<file path="config.mk">
export PLATFORM = sky130hd
export DESIGN_NAME = bf16_vector_unit
export DESIGN_NICKNAME = d
export VERILOG_FILES = /design/src/logic/bf16_types_pkg.sv /design/src/logic/fpu_ctrl_pkg.sv /design/src/logic/lane_if.sv /design/src/logic/bf16_add.sv /design/src/logic/bf16_mul.sv /design/src/logic/bf16_vector_unit.sv /design/src/logic/fpu_lane.sv /design/src/logic/lane_dispatch.sv /design/src/logic/lane_gather.sv
export SDC_FILE = /design/constraint.sdc
export NUM_CORES = 2
export LEC_CHECK = 0
export BUFFER_PORTS_ARGS = -buffer_cell sky130_fd_sc_hd__buf_2
export CORE_AREA = 3 3 302 304
export CTS_CLUSTER_SIZE = 28
export DETAILED_ROUTE_END_ITERATION = 10
export DIE_AREA = 0 0 305 307
export PLACE_DENSITY_LB_ADDON = 0.25
export SYNTH_ARGS = -nofsm -noshare
export SYNTH_HDL_FRONTEND = slang
export SYNTH_SLANG_ARGS = --single-unit
</file>
<file path="constraint.sdc">
create_clock -name clk -period 14.6 [get_ports clk]
set_input_delay 1.46 -clock clk [delete_from_list [all_inputs] [get_ports clk]]
set_output_delay 1.46 -clock clk [all_outputs]
set_load 0.05 [all_outputs]
</file>
<file path="src/logic/bf16_types_pkg.sv">
package bf16_types_pkg;

	localparam int bf16_width = 16;
	localparam int bf16_exp_width = 8;
	localparam int bf16_mant_width = 7;

	// a bfloat16 word holds the sign, the exponent and the mantissa.
	typedef logic [bf16_width-1:0] bf16_t;

	typedef logic [bf16_exp_width-1:0] bf16_exp_t;

	// significand with the hidden bit in the top position.
	typedef logic [bf16_mant_width:0] bf16_sig_t;

	localparam bf16_exp_t bf16_exp_bias = 8'd127;

endpackage

</file>
<file path="src/logic/fpu_ctrl_pkg.sv">
package fpu_ctrl_pkg;

	// code 4 was divide, which this unit does not implement.
	typedef enum logic [2:0]
	{
		op_add = 3'd0,
		op_sub = 3'd1,
		op_slt = 3'd2,
		op_mul = 3'd3,
		op_add_again = 3'd5
	} fpu_oper_t;

	typedef enum logic
	{
		st_idle,
		st_wait_for_submodule
	} lane_state_t;

endpackage

</file>
<file path="src/logic/lane_if.sv">
interface lane_if
	import bf16_types_pkg::*, fpu_ctrl_pkg::*;
();

	logic start;
	fpu_oper_t oper;
	bf16_t a;
	bf16_t b;
	logic done;
	bf16_t result;

	modport dispatch
	(
		output start, oper, a, b
	);

	modport lane
	(
		input start, oper, a, b,
		output done, result
	);

	modport gather
	(
		input done, result
	);

endinterface

</file>
<file path="src/logic/bf16_add.sv">
module bf16_add
	import bf16_types_pkg::*;
(
	input logic clk,
	input logic reset,
	input logic start,
	input logic subtract,
	input bf16_t a,
	input bf16_t b,
	output logic data_valid,
	output bf16_t data
);

	typedef enum logic
	{
		add_idle,
		add_normalize
	} add_state_t;

	add_state_t state;

	logic b_sign;
	logic big_sign;
	logic small_sign;
	bf16_exp_t big_exp;
	bf16_exp_t small_exp;
	bf16_exp_t exp_diff;
	bf16_sig_t big_sig;
	bf16_sig_t small_sig;
	bf16_sig_t small_aligned;
	logic [8:0] sum;

	logic res_sign;
	bf16_exp_t res_exp;
	logic [8:0] res_sig;

	logic norm_done;
	bf16_t norm_data;

	function automatic bf16_sig_t significand(input bf16_t x);
		return (x[14:7] == '0) ? '0 : {1'b1, x[6:0]};
	endfunction

	// the larger magnitude sets the result sign, so the difference is never negative.
	always_comb
	begin
		b_sign = b[15] ^ subtract;
		if (a[14:0] >= b[14:0])
		begin
			big_sign = a[15];
			small_sign = b_sign;
			big_exp = a[14:7];
			small_exp = b[14:7];
			big_sig = significand(a);
			small_sig = significand(b);
		end
		else
		begin
			big_sign = b_sign;
			small_sign = a[15];
			big_exp = b[14:7];
			small_exp = a[14:7];
			big_sig = significand(b);
			small_sig = significand(a);
		end
		exp_diff = big_exp - small_exp;
		small_aligned = small_sig >> exp_diff;
		if (big_sign != small_sign)
		begin
			sum = {1'b0, big_sig} - {1'b0, small_aligned};
		end
		else
		begin
			sum = {1'b0, big_sig} + {1'b0, small_aligned};
		end
	end

	// norm_done low means one more left shift is needed.
	always_comb
	begin
		norm_done = 1'b1;
		norm_data = '0;
		if (res_sig == '0)
		begin
			norm_data = '0;
		end
		else if (res_sig[8])
		begin
			if (res_exp == 8'd254)
			begin
				norm_data = {res_sign, 8'hff, 7'h00};
			end
			else
			begin
				norm_data = {res_sign, res_exp + 8'd1, res_sig[7:1]};
			end
		end
		else if (res_sig[7])
		begin
			norm_data = {res_sign, res_exp, res_sig[6:0]};
		end
		else if (res_exp == 8'd1)
		begin
			norm_data = '0;
		end
		else
		begin
			norm_done = 1'b0;
		end
	end

	always_ff @(posedge clk)
	begin
		if (reset)
		begin
			state <= add_idle;
			data_valid <= 1'b0;
		end
		else
		begin
			data_valid <= 1'b0;
			case (state)
			add_idle:
			begin
				if (start)
				begin
					res_sign <= big_sign;
					res_exp <= big_exp;
					res_sig <= sum;
					state <= add_normalize;
				end
			end
			add_normalize:
			begin
				if (norm_done)
				begin
					data <= norm_data;
					data_valid <= 1'b1;
					state <= add_idle;
				end
				else
				begin
					res_sig <= res_sig << 1;
					res_exp <= res_exp - 8'd1;
				end
			end
			endcase
		end
	end

endmodule

</file>
<file path="src/logic/bf16_mul.sv">
module bf16_mul
	import bf16_types_pkg::*;
(
	input logic clk,
	input logic reset,
	input logic start,
	input bf16_t a,
	input bf16_t b,
	output logic data_valid,
	output bf16_t data
);

	bf16_exp_t a_exp;
	bf16_exp_t b_exp;
	bf16_sig_t a_sig;
	bf16_sig_t b_sig;

	logic stage_valid;
	logic prod_sign;
	logic [15:0] prod_sig;
	logic signed [9:0] prod_exp;

	logic signed [9:0] norm_exp;
	logic [6:0] norm_mant;

	always_comb
	begin
		a_exp = a[14:7];
		b_exp = b[14:7];
		a_sig = (a_exp == '0) ? '0 : {1'b1, a[6:0]};
		b_sig = (b_exp == '0) ? '0 : {1'b1, b[6:0]};
	end

	// the product of two significands in [1,2) lies in [1,4), so one shift is enough.
	always_comb
	begin
		if (prod_sig[15])
		begin
			norm_exp = prod_exp + 10'sd1;
			norm_mant = prod_sig[14:8];
		end
		else
		begin
			norm_exp = prod_exp;
			norm_mant = prod_sig[13:7];
		end
	end

	always_ff @(posedge clk)
	begin
		if (reset)
		begin
			stage_valid <= 1'b0;
			data_valid <= 1'b0;
		end
		else
		begin
			stage_valid <= start;
			data_valid <= stage_valid;
		end
	end

	always_ff @(posedge clk)
	begin
		if (start)
		begin
			prod_sign <= a[15] ^ b[15];
			prod_sig <= a_sig * b_sig;
			prod_exp <= $signed({2'b00, a_exp}) + $signed({2'b00, b_exp})
				- $signed({2'b00, bf16_exp_bias});
		end
		if (stage_valid)
		begin
			if ((prod_sig == '0) || (norm_exp <= 10'sd0))
			begin
				data <= '0;
			end
			else if (norm_exp >= 10'sd255)
			begin
				data <= {prod_sign, 8'hff, 7'h00};
			end
			else
			begin
				data <= {prod_sign, norm_exp[7:0], norm_mant};
			end
		end
	end

endmodule

</file>
<file path="src/logic/bf16_vector_unit.sv">
module bf16_vector_unit
	import bf16_types_pkg::*, fpu_ctrl_pkg::*;
#(
	parameter int num_lanes = 4
)
(
	input logic clk,
	input logic reset,
	input logic start,
	input fpu_oper_t oper,
	input bf16_t [num_lanes-1:0] vec_a,
	input bf16_t [num_lanes-1:0] vec_b,
	output logic can_accept_cmd,
	output logic data_valid,
	output bf16_t [num_lanes-1:0] vec_result
);

	logic busy;
	logic all_done;

	lane_if lane_bus [num_lanes] ();

	lane_dispatch #(.num_lanes(num_lanes)) u_lane_dispatch
	(
		.clk(clk),
		.reset(reset),
		.start(start),
		.oper(oper),
		.vec_a(vec_a),
		.vec_b(vec_b),
		.all_done(all_done),
		.can_accept_cmd(can_accept_cmd),
		.busy(busy),
		.lanes(lane_bus)
	);

	for (genvar i = 0; i < num_lanes; i++)
	begin : g_lane
		fpu_lane u_fpu_lane
		(
			.clk(clk),
			.reset(reset),
			.lane(lane_bus[i])
		);
	end

	lane_gather #(.num_lanes(num_lanes)) u_lane_gather
	(
		.clk(clk),
		.reset(reset),
		.busy(busy),
		.lanes(lane_bus),
		.all_done(all_done),
		.data_valid(data_valid),
		.vec_result(vec_result)
	);

endmodule

</file>
<file path="src/logic/fpu_lane.sv">
module fpu_lane
	import bf16_types_pkg::*, fpu_ctrl_pkg::*;
(
	input logic clk,
	input logic reset,
	lane_if.lane lane
);

	lane_state_t state;
	fpu_oper_t oper_q;

	logic add_start;
	logic mul_start;
	logic add_valid;
	logic mul_valid;
	bf16_t add_data;
	bf16_t mul_data;

	logic sub_valid;
	bf16_t sub_data;

	bf16_exp_t a_exp;
	bf16_exp_t b_exp;
	logic a_sign;
	logic b_sign;
	logic [14:0] a_mag;
	logic [14:0] b_mag;
	logic a_less;

	assign add_start = (state == st_idle) && lane.start
		&& ((lane.oper == op_add) || (lane.oper == op_sub) || (lane.oper == op_add_again));
	assign mul_start = (state == st_idle) && lane.start && (lane.oper == op_mul);

	bf16_add u_bf16_add
	(
		.clk(clk),
		.reset(reset),
		.start(add_start),
		.subtract(lane.oper == op_sub),
		.a(lane.a),
		.b(lane.b),
		.data_valid(add_valid),
		.data(add_data)
	);

	bf16_mul u_bf16_mul
	(
		.clk(clk),
		.reset(reset),
		.start(mul_start),
		.a(lane.a),
		.b(lane.b),
		.data_valid(mul_valid),
		.data(mul_data)
	);

	// zeros of either sign compare as +0.
	always_comb
	begin
		a_exp = lane.a[14:7];
		b_exp = lane.b[14:7];
		a_sign = (a_exp == '0) ? 1'b0 : lane.a[15];
		b_sign = (b_exp == '0) ? 1'b0 : lane.b[15];
		a_mag = (a_exp == '0) ? '0 : lane.a[14:0];
		b_mag = (b_exp == '0) ? '0 : lane.b[14:0];
		if (a_sign != b_sign)
		begin
			a_less = a_sign;
		end
		else if (a_sign)
		begin
			a_less = a_mag > b_mag;
		end
		else
		begin
			a_less = a_mag < b_mag;
		end
	end

	always_comb
	begin
		case (oper_q)
		op_mul:
		begin
			sub_valid = mul_valid;
			sub_data = mul_data;
		end
		op_add, op_sub, op_add_again:
		begin
			sub_valid = add_valid;
			sub_data = add_data;
		end
		default:
		begin
			sub_valid = 1'b1;
			sub_data = '0;
		end
		endcase
	end

	// slt needs no submodule and answers straight from idle.
	always_ff @(posedge clk)
	begin
		if (reset)
		begin
			state <= st_idle;
			lane.done <= 1'b0;
		end
		else
		begin
			lane.done <= 1'b0;
			case (state)
			st_idle:
			begin
				if (lane.start && (lane.oper == op_slt))
				begin
					lane.done <= 1'b1;
					lane.result <= {15'b0, a_less};
				end
				else if (lane.start)
				begin
					oper_q <= lane.oper;
					state <= st_wait_for_submodule;
				end
			end
			st_wait_for_submodule:
			begin
				if (sub_valid)
				begin
					lane.done <= 1'b1;
					lane.result <= sub_data;
					state <= st_idle;
				end
			end
			endcase
		end
	end

endmodule

</file>
<file path="src/logic/lane_dispatch.sv">
module lane_dispatch
	import bf16_types_pkg::*, fpu_ctrl_pkg::*;
#(
	parameter int num_lanes = 4
)
(
	input logic clk,
	input logic reset,
	input logic start,
	input fpu_oper_t oper,
	input bf16_t [num_lanes-1:0] vec_a,
	input bf16_t [num_lanes-1:0] vec_b,
	input logic all_done,
	output logic can_accept_cmd,
	output logic busy,
	lane_if.dispatch lanes [num_lanes]
);

	lane_state_t state;
	logic accept;
	logic start_q;
	fpu_oper_t oper_q;
	bf16_t [num_lanes-1:0] a_q;
	bf16_t [num_lanes-1:0] b_q;

	assign busy = (state == st_wait_for_submodule);
	assign can_accept_cmd = ~busy;
	assign accept = start && can_accept_cmd;

	always_ff @(posedge clk)
	begin
		if (reset)
		begin
			state <= st_idle;
			start_q <= 1'b0;
		end
		else
		begin
			start_q <= accept;
			if (accept)
			begin
				state <= st_wait_for_submodule;
			end
			else if (all_done)
			begin
				state <= st_idle;
			end
		end
	end

	// the command stays on the lanes until the next one is accepted.
	always_ff @(posedge clk)
	begin
		if (accept)
		begin
			oper_q <= oper;
			a_q <= vec_a;
			b_q <= vec_b;
		end
	end

	for (genvar i = 0; i < num_lanes; i++)
	begin : g_lane
		assign lanes[i].start = start_q;
		assign lanes[i].oper = oper_q;
		assign lanes[i].a = a_q[i];
		assign lanes[i].b = b_q[i];
	end

endmodule

</file>
<file path="src/logic/lane_gather.sv">
module lane_gather
	import bf16_types_pkg::*;
#(
	parameter int num_lanes = 4
)
(
	input logic clk,
	input logic reset,
	input logic busy,
	lane_if.gather lanes [num_lanes],
	output logic all_done,
	output logic data_valid,
	output bf16_t [num_lanes-1:0] vec_result
);

	logic [num_lanes-1:0] lane_done;
	bf16_t [num_lanes-1:0] lane_result;
	logic [num_lanes-1:0] flags;

	for (genvar i = 0; i < num_lanes; i++)
	begin : g_lane
		assign lane_done[i] = lanes[i].done;
		assign lane_result[i] = lanes[i].result;
	end

	always_ff @(posedge clk)
	begin
		if (reset)
		begin
			flags <= '0;
			all_done <= 1'b0;
			vec_result <= '0;
		end
		else
		begin
			all_done <= 1'b0;
			if (&flags)
			begin
				all_done <= 1'b1;
				flags <= '0;
			end
			else
			begin
				for (int i = 0; i < num_lanes; i++)
				begin
					if (busy && lane_done[i])
					begin
						flags[i] <= 1'b1;
						vec_result[i] <= lane_result[i];
					end
				end
			end
		end
	end

	assign data_valid = all_done;

endmodule

</file>
# Word-level counts from Yosys, hierarchy flattened
# Index checks and enable logic that the tools add are counted.
[op_classes]
n_addsub = 32
mul = 4
magnitude_cmp = 20
n_eq_ne = 48
shifts = 4
muxes = 182
bitwise = 20
n_reduce_logical = 84
[ops]
columns = ["op", "n"]
rows = [
  ["$mux W16", 16],
  ["$mux W8", 32],
  ["$pmux W16 S2", 8],
  ["$mux W15", 16],
  ["$mux W9", 12],
  ["$add A8 B8 Y9", 8],
  ["$pmux W9 S2", 4],
  ["$mux W1", 66],
  ["$logic_not A16 Y1", 4],
  ["$logic_not A8 Y1", 8],
  ["$mul A8 B8 Y16", 4],
  ["$pmux W8 S2", 4],
  ["$ge A15 B15 Y1", 4],
  ["$gt A15 B15 Y1", 4],
  ["$lt A15 B15 Y1", 4],
  ["$reduce_and A3 Y1", 16],
  ["$add A10 B2 Y10 const B", 4],
  ["$ge A10 B9 Y1 const B", 4],
  ["$le A10 B1 Y1 const B", 4],
  ["$mux W10", 4],
  ["$sub A9 B7 Y10 const B", 4],
  ["$logic_not A9 Y1", 4],
  ["$sub A8 B8 Y9", 4],
  ["$add A8 B1 Y8 const B", 4],
  ["23 further kinds", 152],
]
[totals]
ff_bits = 610
inputBits = 134
out_inout_bits = 66
elab_cells = 482

# Longest topological paths before layout
[logic_depth]
depth_word = 8
mapped_depth = 35

# Cells and area by module
# A second synthesis with hierarchy kept.
[unflattened]
hier_cells = 4937
area_unflattened_um2 = 47948.5
[modules_own_cells]
columns = ["mod", "instances", "cells_per_inst", "area_each_um2"]
rows = [
  ["bf16_add at g_lane[0].u_fpu_lane.u_bf16_add ...", 3, 471, 3902.5],
  ["fpu_lane", 4, 208, 1724.2],
  ["bf16_mul at g_lane[1].u_fpu_lane.u_bf16_mul", 1, 436, 4600.7],
  ["bf16_mul at g_lane[3].u_fpu_lane.u_bf16_mul", 1, 438, 4520.6],
  ["bf16_mul at g_lane[2].u_fpu_lane.u_bf16_mul", 1, 425, 4473.0],
  ["bf16_mul at g_lane[0].u_fpu_lane.u_bf16_mul", 1, 434, 4448.0],
  ["bf16_add at g_lane[2].u_fpu_lane.u_bf16_add", 1, 510, 4119.0],
  ["lane_dispatch", 1, 150, 4091.4],
  ["lane_gather", 1, 299, 3091.7],
]

# Worst setup path after synthesis
# No wires, ideal clock.
[synth_timing]
path_kind = "input to register"
startpoint = "input start"
endpoint = "register u_lane_dispatch.a_q, in the netlist u_lane_dispatch.lanes[0].a[0], enable pin"
setup_time_ns = 0.636
arrival_time_ns = 7.156
t_required_ns = 13.964
path_slack_ns = 6.808
stages = 1
path_cell_list = "nor2b_1"
[synth_via]
elab_chain_cells = 1
[synth_lines]
columns = ["element", "line_no", "rtl"]
rows = [
  ["from (decl)", "bf16_vector_unit.sv:9", "input logic start,"],
  ["$logic_and A1 B1 Y1", "lane_dispatch.sv:28", "assign accept = start && can_accept_cmd;"],
  ["to (signal assigned)", "lane_dispatch.sv:57", "a_q <= vec_a;"],
  ["to (decl)", "lane_dispatch.sv:23", "bf16_t [num_lanes-1:0] a_q;"],
]
# No other way between the ends.
# A chain may end at the register's enable or synchronous reset.

# Worst setup path after layout
[layout_timing]
startpoint = "register u_lane_dispatch.b_q, in the netlist u_lane_dispatch.lanes[1].b[12]"
endpoint = "register g_lane[1].u_fpu_lane.u_bf16_add.res_sig[8] (data pin)"
[layout_via]
elab_chain_cells = 8
[layout_lines]
columns = ["element", "line_no", "rtl"]
rows = [
  ["from (decl)", "lane_dispatch.sv:24", "bf16_t [num_lanes-1:0] b_q;"],
  ["from (signal assigned)", "lane_dispatch.sv:58", "b_q <= vec_b;"],
  ["$ge A15 B15 Y1 / $logic_not A8 Y1 (equally long branches)", "bf16_add.sv:48, bf16_add.sv:41", ""],
  ["$mux W8, on equally long branches", "bf16_add.sv:48, bf16_add.sv:41", ""],
  ["$sub A8 B8 Y8 / $mux W8 (equally long branches)", "bf16_add.sv:66, bf16_add.sv:48", ""],
  ["$shr A8 B8 Y8", "bf16_add.sv:67", "small_aligned = small_sig >> exp_diff;"],
  ["$add A8 B8 Y9 / $sub A8 B8 Y9 (equally long branches)", "bf16_add.sv:74, bf16_add.sv:70", ""],
  ["$mux W9 (*)", "bf16_add.sv:68", "if (big_sign != small_sign)"],
  ["$mux W9 (*)", "bf16_add.sv:125", "if (start)"],
  ["$pmux W9 S2 (*)", "bf16_add.sv:122", "case (state)"],
  ["to (signal assigned)", "bf16_add.sv:129", "res_sig <= sum;"],
  ["to (signal assigned)", "bf16_add.sv:143", "res_sig <= res_sig << 1;"],
  ["to (decl)", "bf16_add.sv:35", "logic [8:0] res_sig;"],
]
# Mark *: on every way between the ends. The rest lies on a longest branch, timed or not. The select of a mux whose other input is x is not followed.

==> results.md <==
* PortBufs at 199
* Crit path launch type: flop
* Status: complete, no violations
* Detailed placer's ending HPWL at 82.1 mm
* Multi-input gate area at 24,400 sq um
* Antenna Violating Nets Remaining at 0
* Power per Cell Area at 110 nW/um^2
* Maxcap violations at 0
* Switching power at 1.67 mW
* Clock network power share at 32.0%
* Largest net degree at the start of global routing at 133
* Max IR drop VDD at 0.0867 mV
* TritonCTS Buffers at 71
* Synth unique cells at 105
* Seq/Total Area, Yosys at 39.2%
* Antenna violations before repair at 1
* Final Cycle Share at 52.7%
* #FFs+latches synth at 610
* Die width at 305 microns
* Sequential Area at 17,400 sq um
* Sequential share of power at 38.7%
* DR vias/cell at 5.61
* Wire length per cell at 18.4 microns
* Total negative slack at 0 ns
* Layout cells sized above 1 at 9.38%
* # rows at 109
* GRT overflow at 0
* Worst EP required at 14.93 ns
* Max clock buf depth at 3
* Die ar. at 93,600 sq um
* DR vias at 32,800
* Fin util at 54.8%
* H-tree levels at 3
* Yosys warns at 0
* GP Congestion at 0.926
* Layout area overhead at 9.43%
* Post-synthesis cell area at 44,400 sq um
* Nets at 5,316
* Starting DRT DRC Count at 2,556
* Slew margin rel. at 19.3%
* Final setup vio count at 0
* Syn Area/Cell at 9.82 sq um
* Core area at 88,500 sq um
* Setup slack at placement at 6.98 ns
* Critical path type: flop to flop
* Top_reg_cell synth: edfxtp_1
* Post-Synthesis Cells at 4,518
* Fin crit period at 7.70 ns
* Sw Share at 31.2%
* Worst setup EP type: flop
* Internal at 3.68 mW
* Inst Count DP at 5,706
* HP Class: flop to flop
* Top cell by count, worst path: ha_1
* Setup WS post-layout at 6.90 ns
* Clk sink count at 610
* WL final at 107 mm
* Fmax at 130 MHz
* Postcts setup bufs at 0
* Cts hold-fix bufs at 0
* RSZ-0062 raised after global routing: no
* Worst skew pair latency at 0.63 ns
* CTS resizes at 0
* Hold Violations, Final at 0
* Synth async-reset ratio at 0%
* # fillers at 7,876
* Leakage at 20.4 nW
* CTS tree: done
* Slew Viols, Final at 0
* Clock root buffer: clkbuf_16
* Comb pwr share at 29.3%
* Layout Cells excl Fill at 5,835
* Post-placement cell area at 46,300 sq um
* Final Instance Area at 48,500 sq um
* Slew of the pin with the lowest slew margin at 1.19 ns
* Slowest CP cell: a2111oi_4
* Total global-route track usage at 22.7%
* IO Pins at 200
* Max incr delay on CP at 0.79 ns
* Global-route wire length before repair at 172 mm
* Initial DRT Pass Iterations at 6
* Clk slew on worst S/H paths at 0.06 ns
* Vias in the first global route at 31,800
* Residual DRC at 0
* Die height at 307 microns
* Critical path arrival at 8.02 ns
* EDFF count, synth at 515
* Starting Density at 50.1%
* Fin Clk Skew at 0.0213 ns
* Worst-path maximum fanout at 14
* Syn_nets at 5,220
[cell type report]
cell class,count,share of cell area (%)
multi-input cells,3210,50.2
flip-flops and latches,610,35.8
clock buffers,95,4.17
inverters,485,3.75
well taps,1165,3.00
repair buffers,236,2.65
clock inverters,33,0.472
diodes,1,0.00516
[power by group through the flow]
stage / clock network, mW / logic, mW / registers, mW
after floorplan: 0 / 1.21 / 2.08
after global placement: 0 / 1.55 / 2.10
after detailed placement: 0 / 1.57 / 2.11
after CTS: 1.78 / 1.58 / 2.07
after global routing: 1.84 / 1.79 / 2.08
final: 1.72 / 1.57 / 2.07
[critical path: cells and delay by family (launching register included)]
kind | cells | cell delay, ns
and+or+nand+nor | 9 | 2.21
DFF | 1 | 0.45
adders and majority gates | 3 | 0.99
xor gates and xnor gates | 1 | 0.20
AOI/OAI and AO/OA | 12 | 3.07
buffers and inverters | 4 | 0.49
[metal layers]
layer / global-route usage [%] / part of all wire (%) / vias to the layer above
met4: 7.50 / 3.3 / 0
met1: 32.3 / 47 / 15600
li1: - / - / 16200
met5: 0 / 0 / -
met2: 35.7 / 45 / 860
met3: 3.60 / 5.3 / 175
[logic make-up after synthesis]
| logic type | synth area share, % |
|---|---|
| DFF | 39.2 |
| buffers and inverters | 6.05 |
| and+or+nand+nor | 15.9 |
| xor gates and xnor gates | 3.44 |
| muxes | 3.46 |
| adders and majority gates | 18.6 |
| AOI/OAI and AO/OA | 13.4 |
[metrics by stage]
| stage | hold slack [ns] | power [mW] |
|---|---|---|
| after floorplan | 0.436 | 3.29 |
| after global placement | 0.427 | 3.65 |
| after detailed placement | 0.444 | 3.67 |
| after CTS | 0.453 | 5.43 |
| after global routing | 0.468 | 5.71 |
| final | 0.451 | 5.35 |
[Yosys cell counts, types with 9 or more instances]
library cell  instances  area [sq um]
edfxtp_1            515         15500
nand2_1             506          1900
inv_1               477          1790
ha_1                416          5200
nor2_1              275          1030
a21oi_1             270          1350
clkbuf_1            180           676
o21ai_0             174           871
fa_1                152          3040
nor2b_1             113           707
xnor2_1             106           928
nand3_1             101           505
dfxtp_1              95          1900
mux2i_1              79           791
and3_1               74           463
xor2_1               68           596
a22oi_1              65           488
nand2b_1             64           400
nor3_1               64           320
nor4_1               63           394
and2_1               60           375
nand4_1              47           294
a21o_1               46           345
a31oi_1              44           275
a211oi_1             40           300
o21bai_1             35           263
mux4_2               28           631
a32o_1               24           240
o31ai_1              20           150
a21boi_0             19           143
o211ai_1             18           135
nor3b_1              17           128
o21a_1               15           113
buf_2                13          65.1
o22ai_1              13          81.3
and4_1               12           105
o21ai_1              12          60.1
buf_1                10          37.5
mux2_2               10           113
or3_1                10          62.6
a221oi_1              9          78.8
o211a_1               9          90.1
[layout by cell type, fill, tap and decap left out, types with 95 or more instances in the layout]
cell type and instances:
edfxtp_1 515, nand2_1 506, inv_1 477, ha_1 416
nor2_1 271, a21oi_1 270, buf_2 199, o21ai_0 174
fa_1 152, nor2b_1 112, xnor2_1 106, nand3_1 101
dfxtp_1 95
[final timing paths]
path              slack (ns)  depth (start not counted)                                    endpoint                      startpoint
setup / recovery        6.90                         29  g_lane[1].u_fpu_lane.u_bf16_add.res_sig[8]  u_lane_dispatch.lanes[1].b[12]
hold / removal          0.45                          2                u_lane_gather.vec_result[39]    u_lane_gather.vec_result[39]
setup reg to reg        6.90                         29  g_lane[1].u_fpu_lane.u_bf16_add.res_sig[8]  u_lane_dispatch.lanes[1].b[12]
hold reg to reg         0.45                          2                u_lane_gather.vec_result[39]    u_lane_gather.vec_result[39]
[registers in the layout, summed over array words and instances (netlist names), 32 cells and up]
signal,flops
g_lane.u_fpu_lane.u_bf16_add.res_sig,36
g_lane.u_fpu_lane.u_bf16_mul.prod_sig,64
g_lane.u_fpu_lane.u_bf16_add.data,64
g_lane.u_fpu_lane.lane.result,64
g_lane.u_fpu_lane.u_bf16_mul.data,64
u_lane_dispatch.lanes.a,64
u_lane_gather.vec_result,64
g_lane.u_fpu_lane.u_bf16_add.res_exp,32
g_lane.u_fpu_lane.u_bf16_mul.prod_exp,40
u_lane_dispatch.lanes.b,64
No activity file was read; power rests on OpenSTA's default activity.
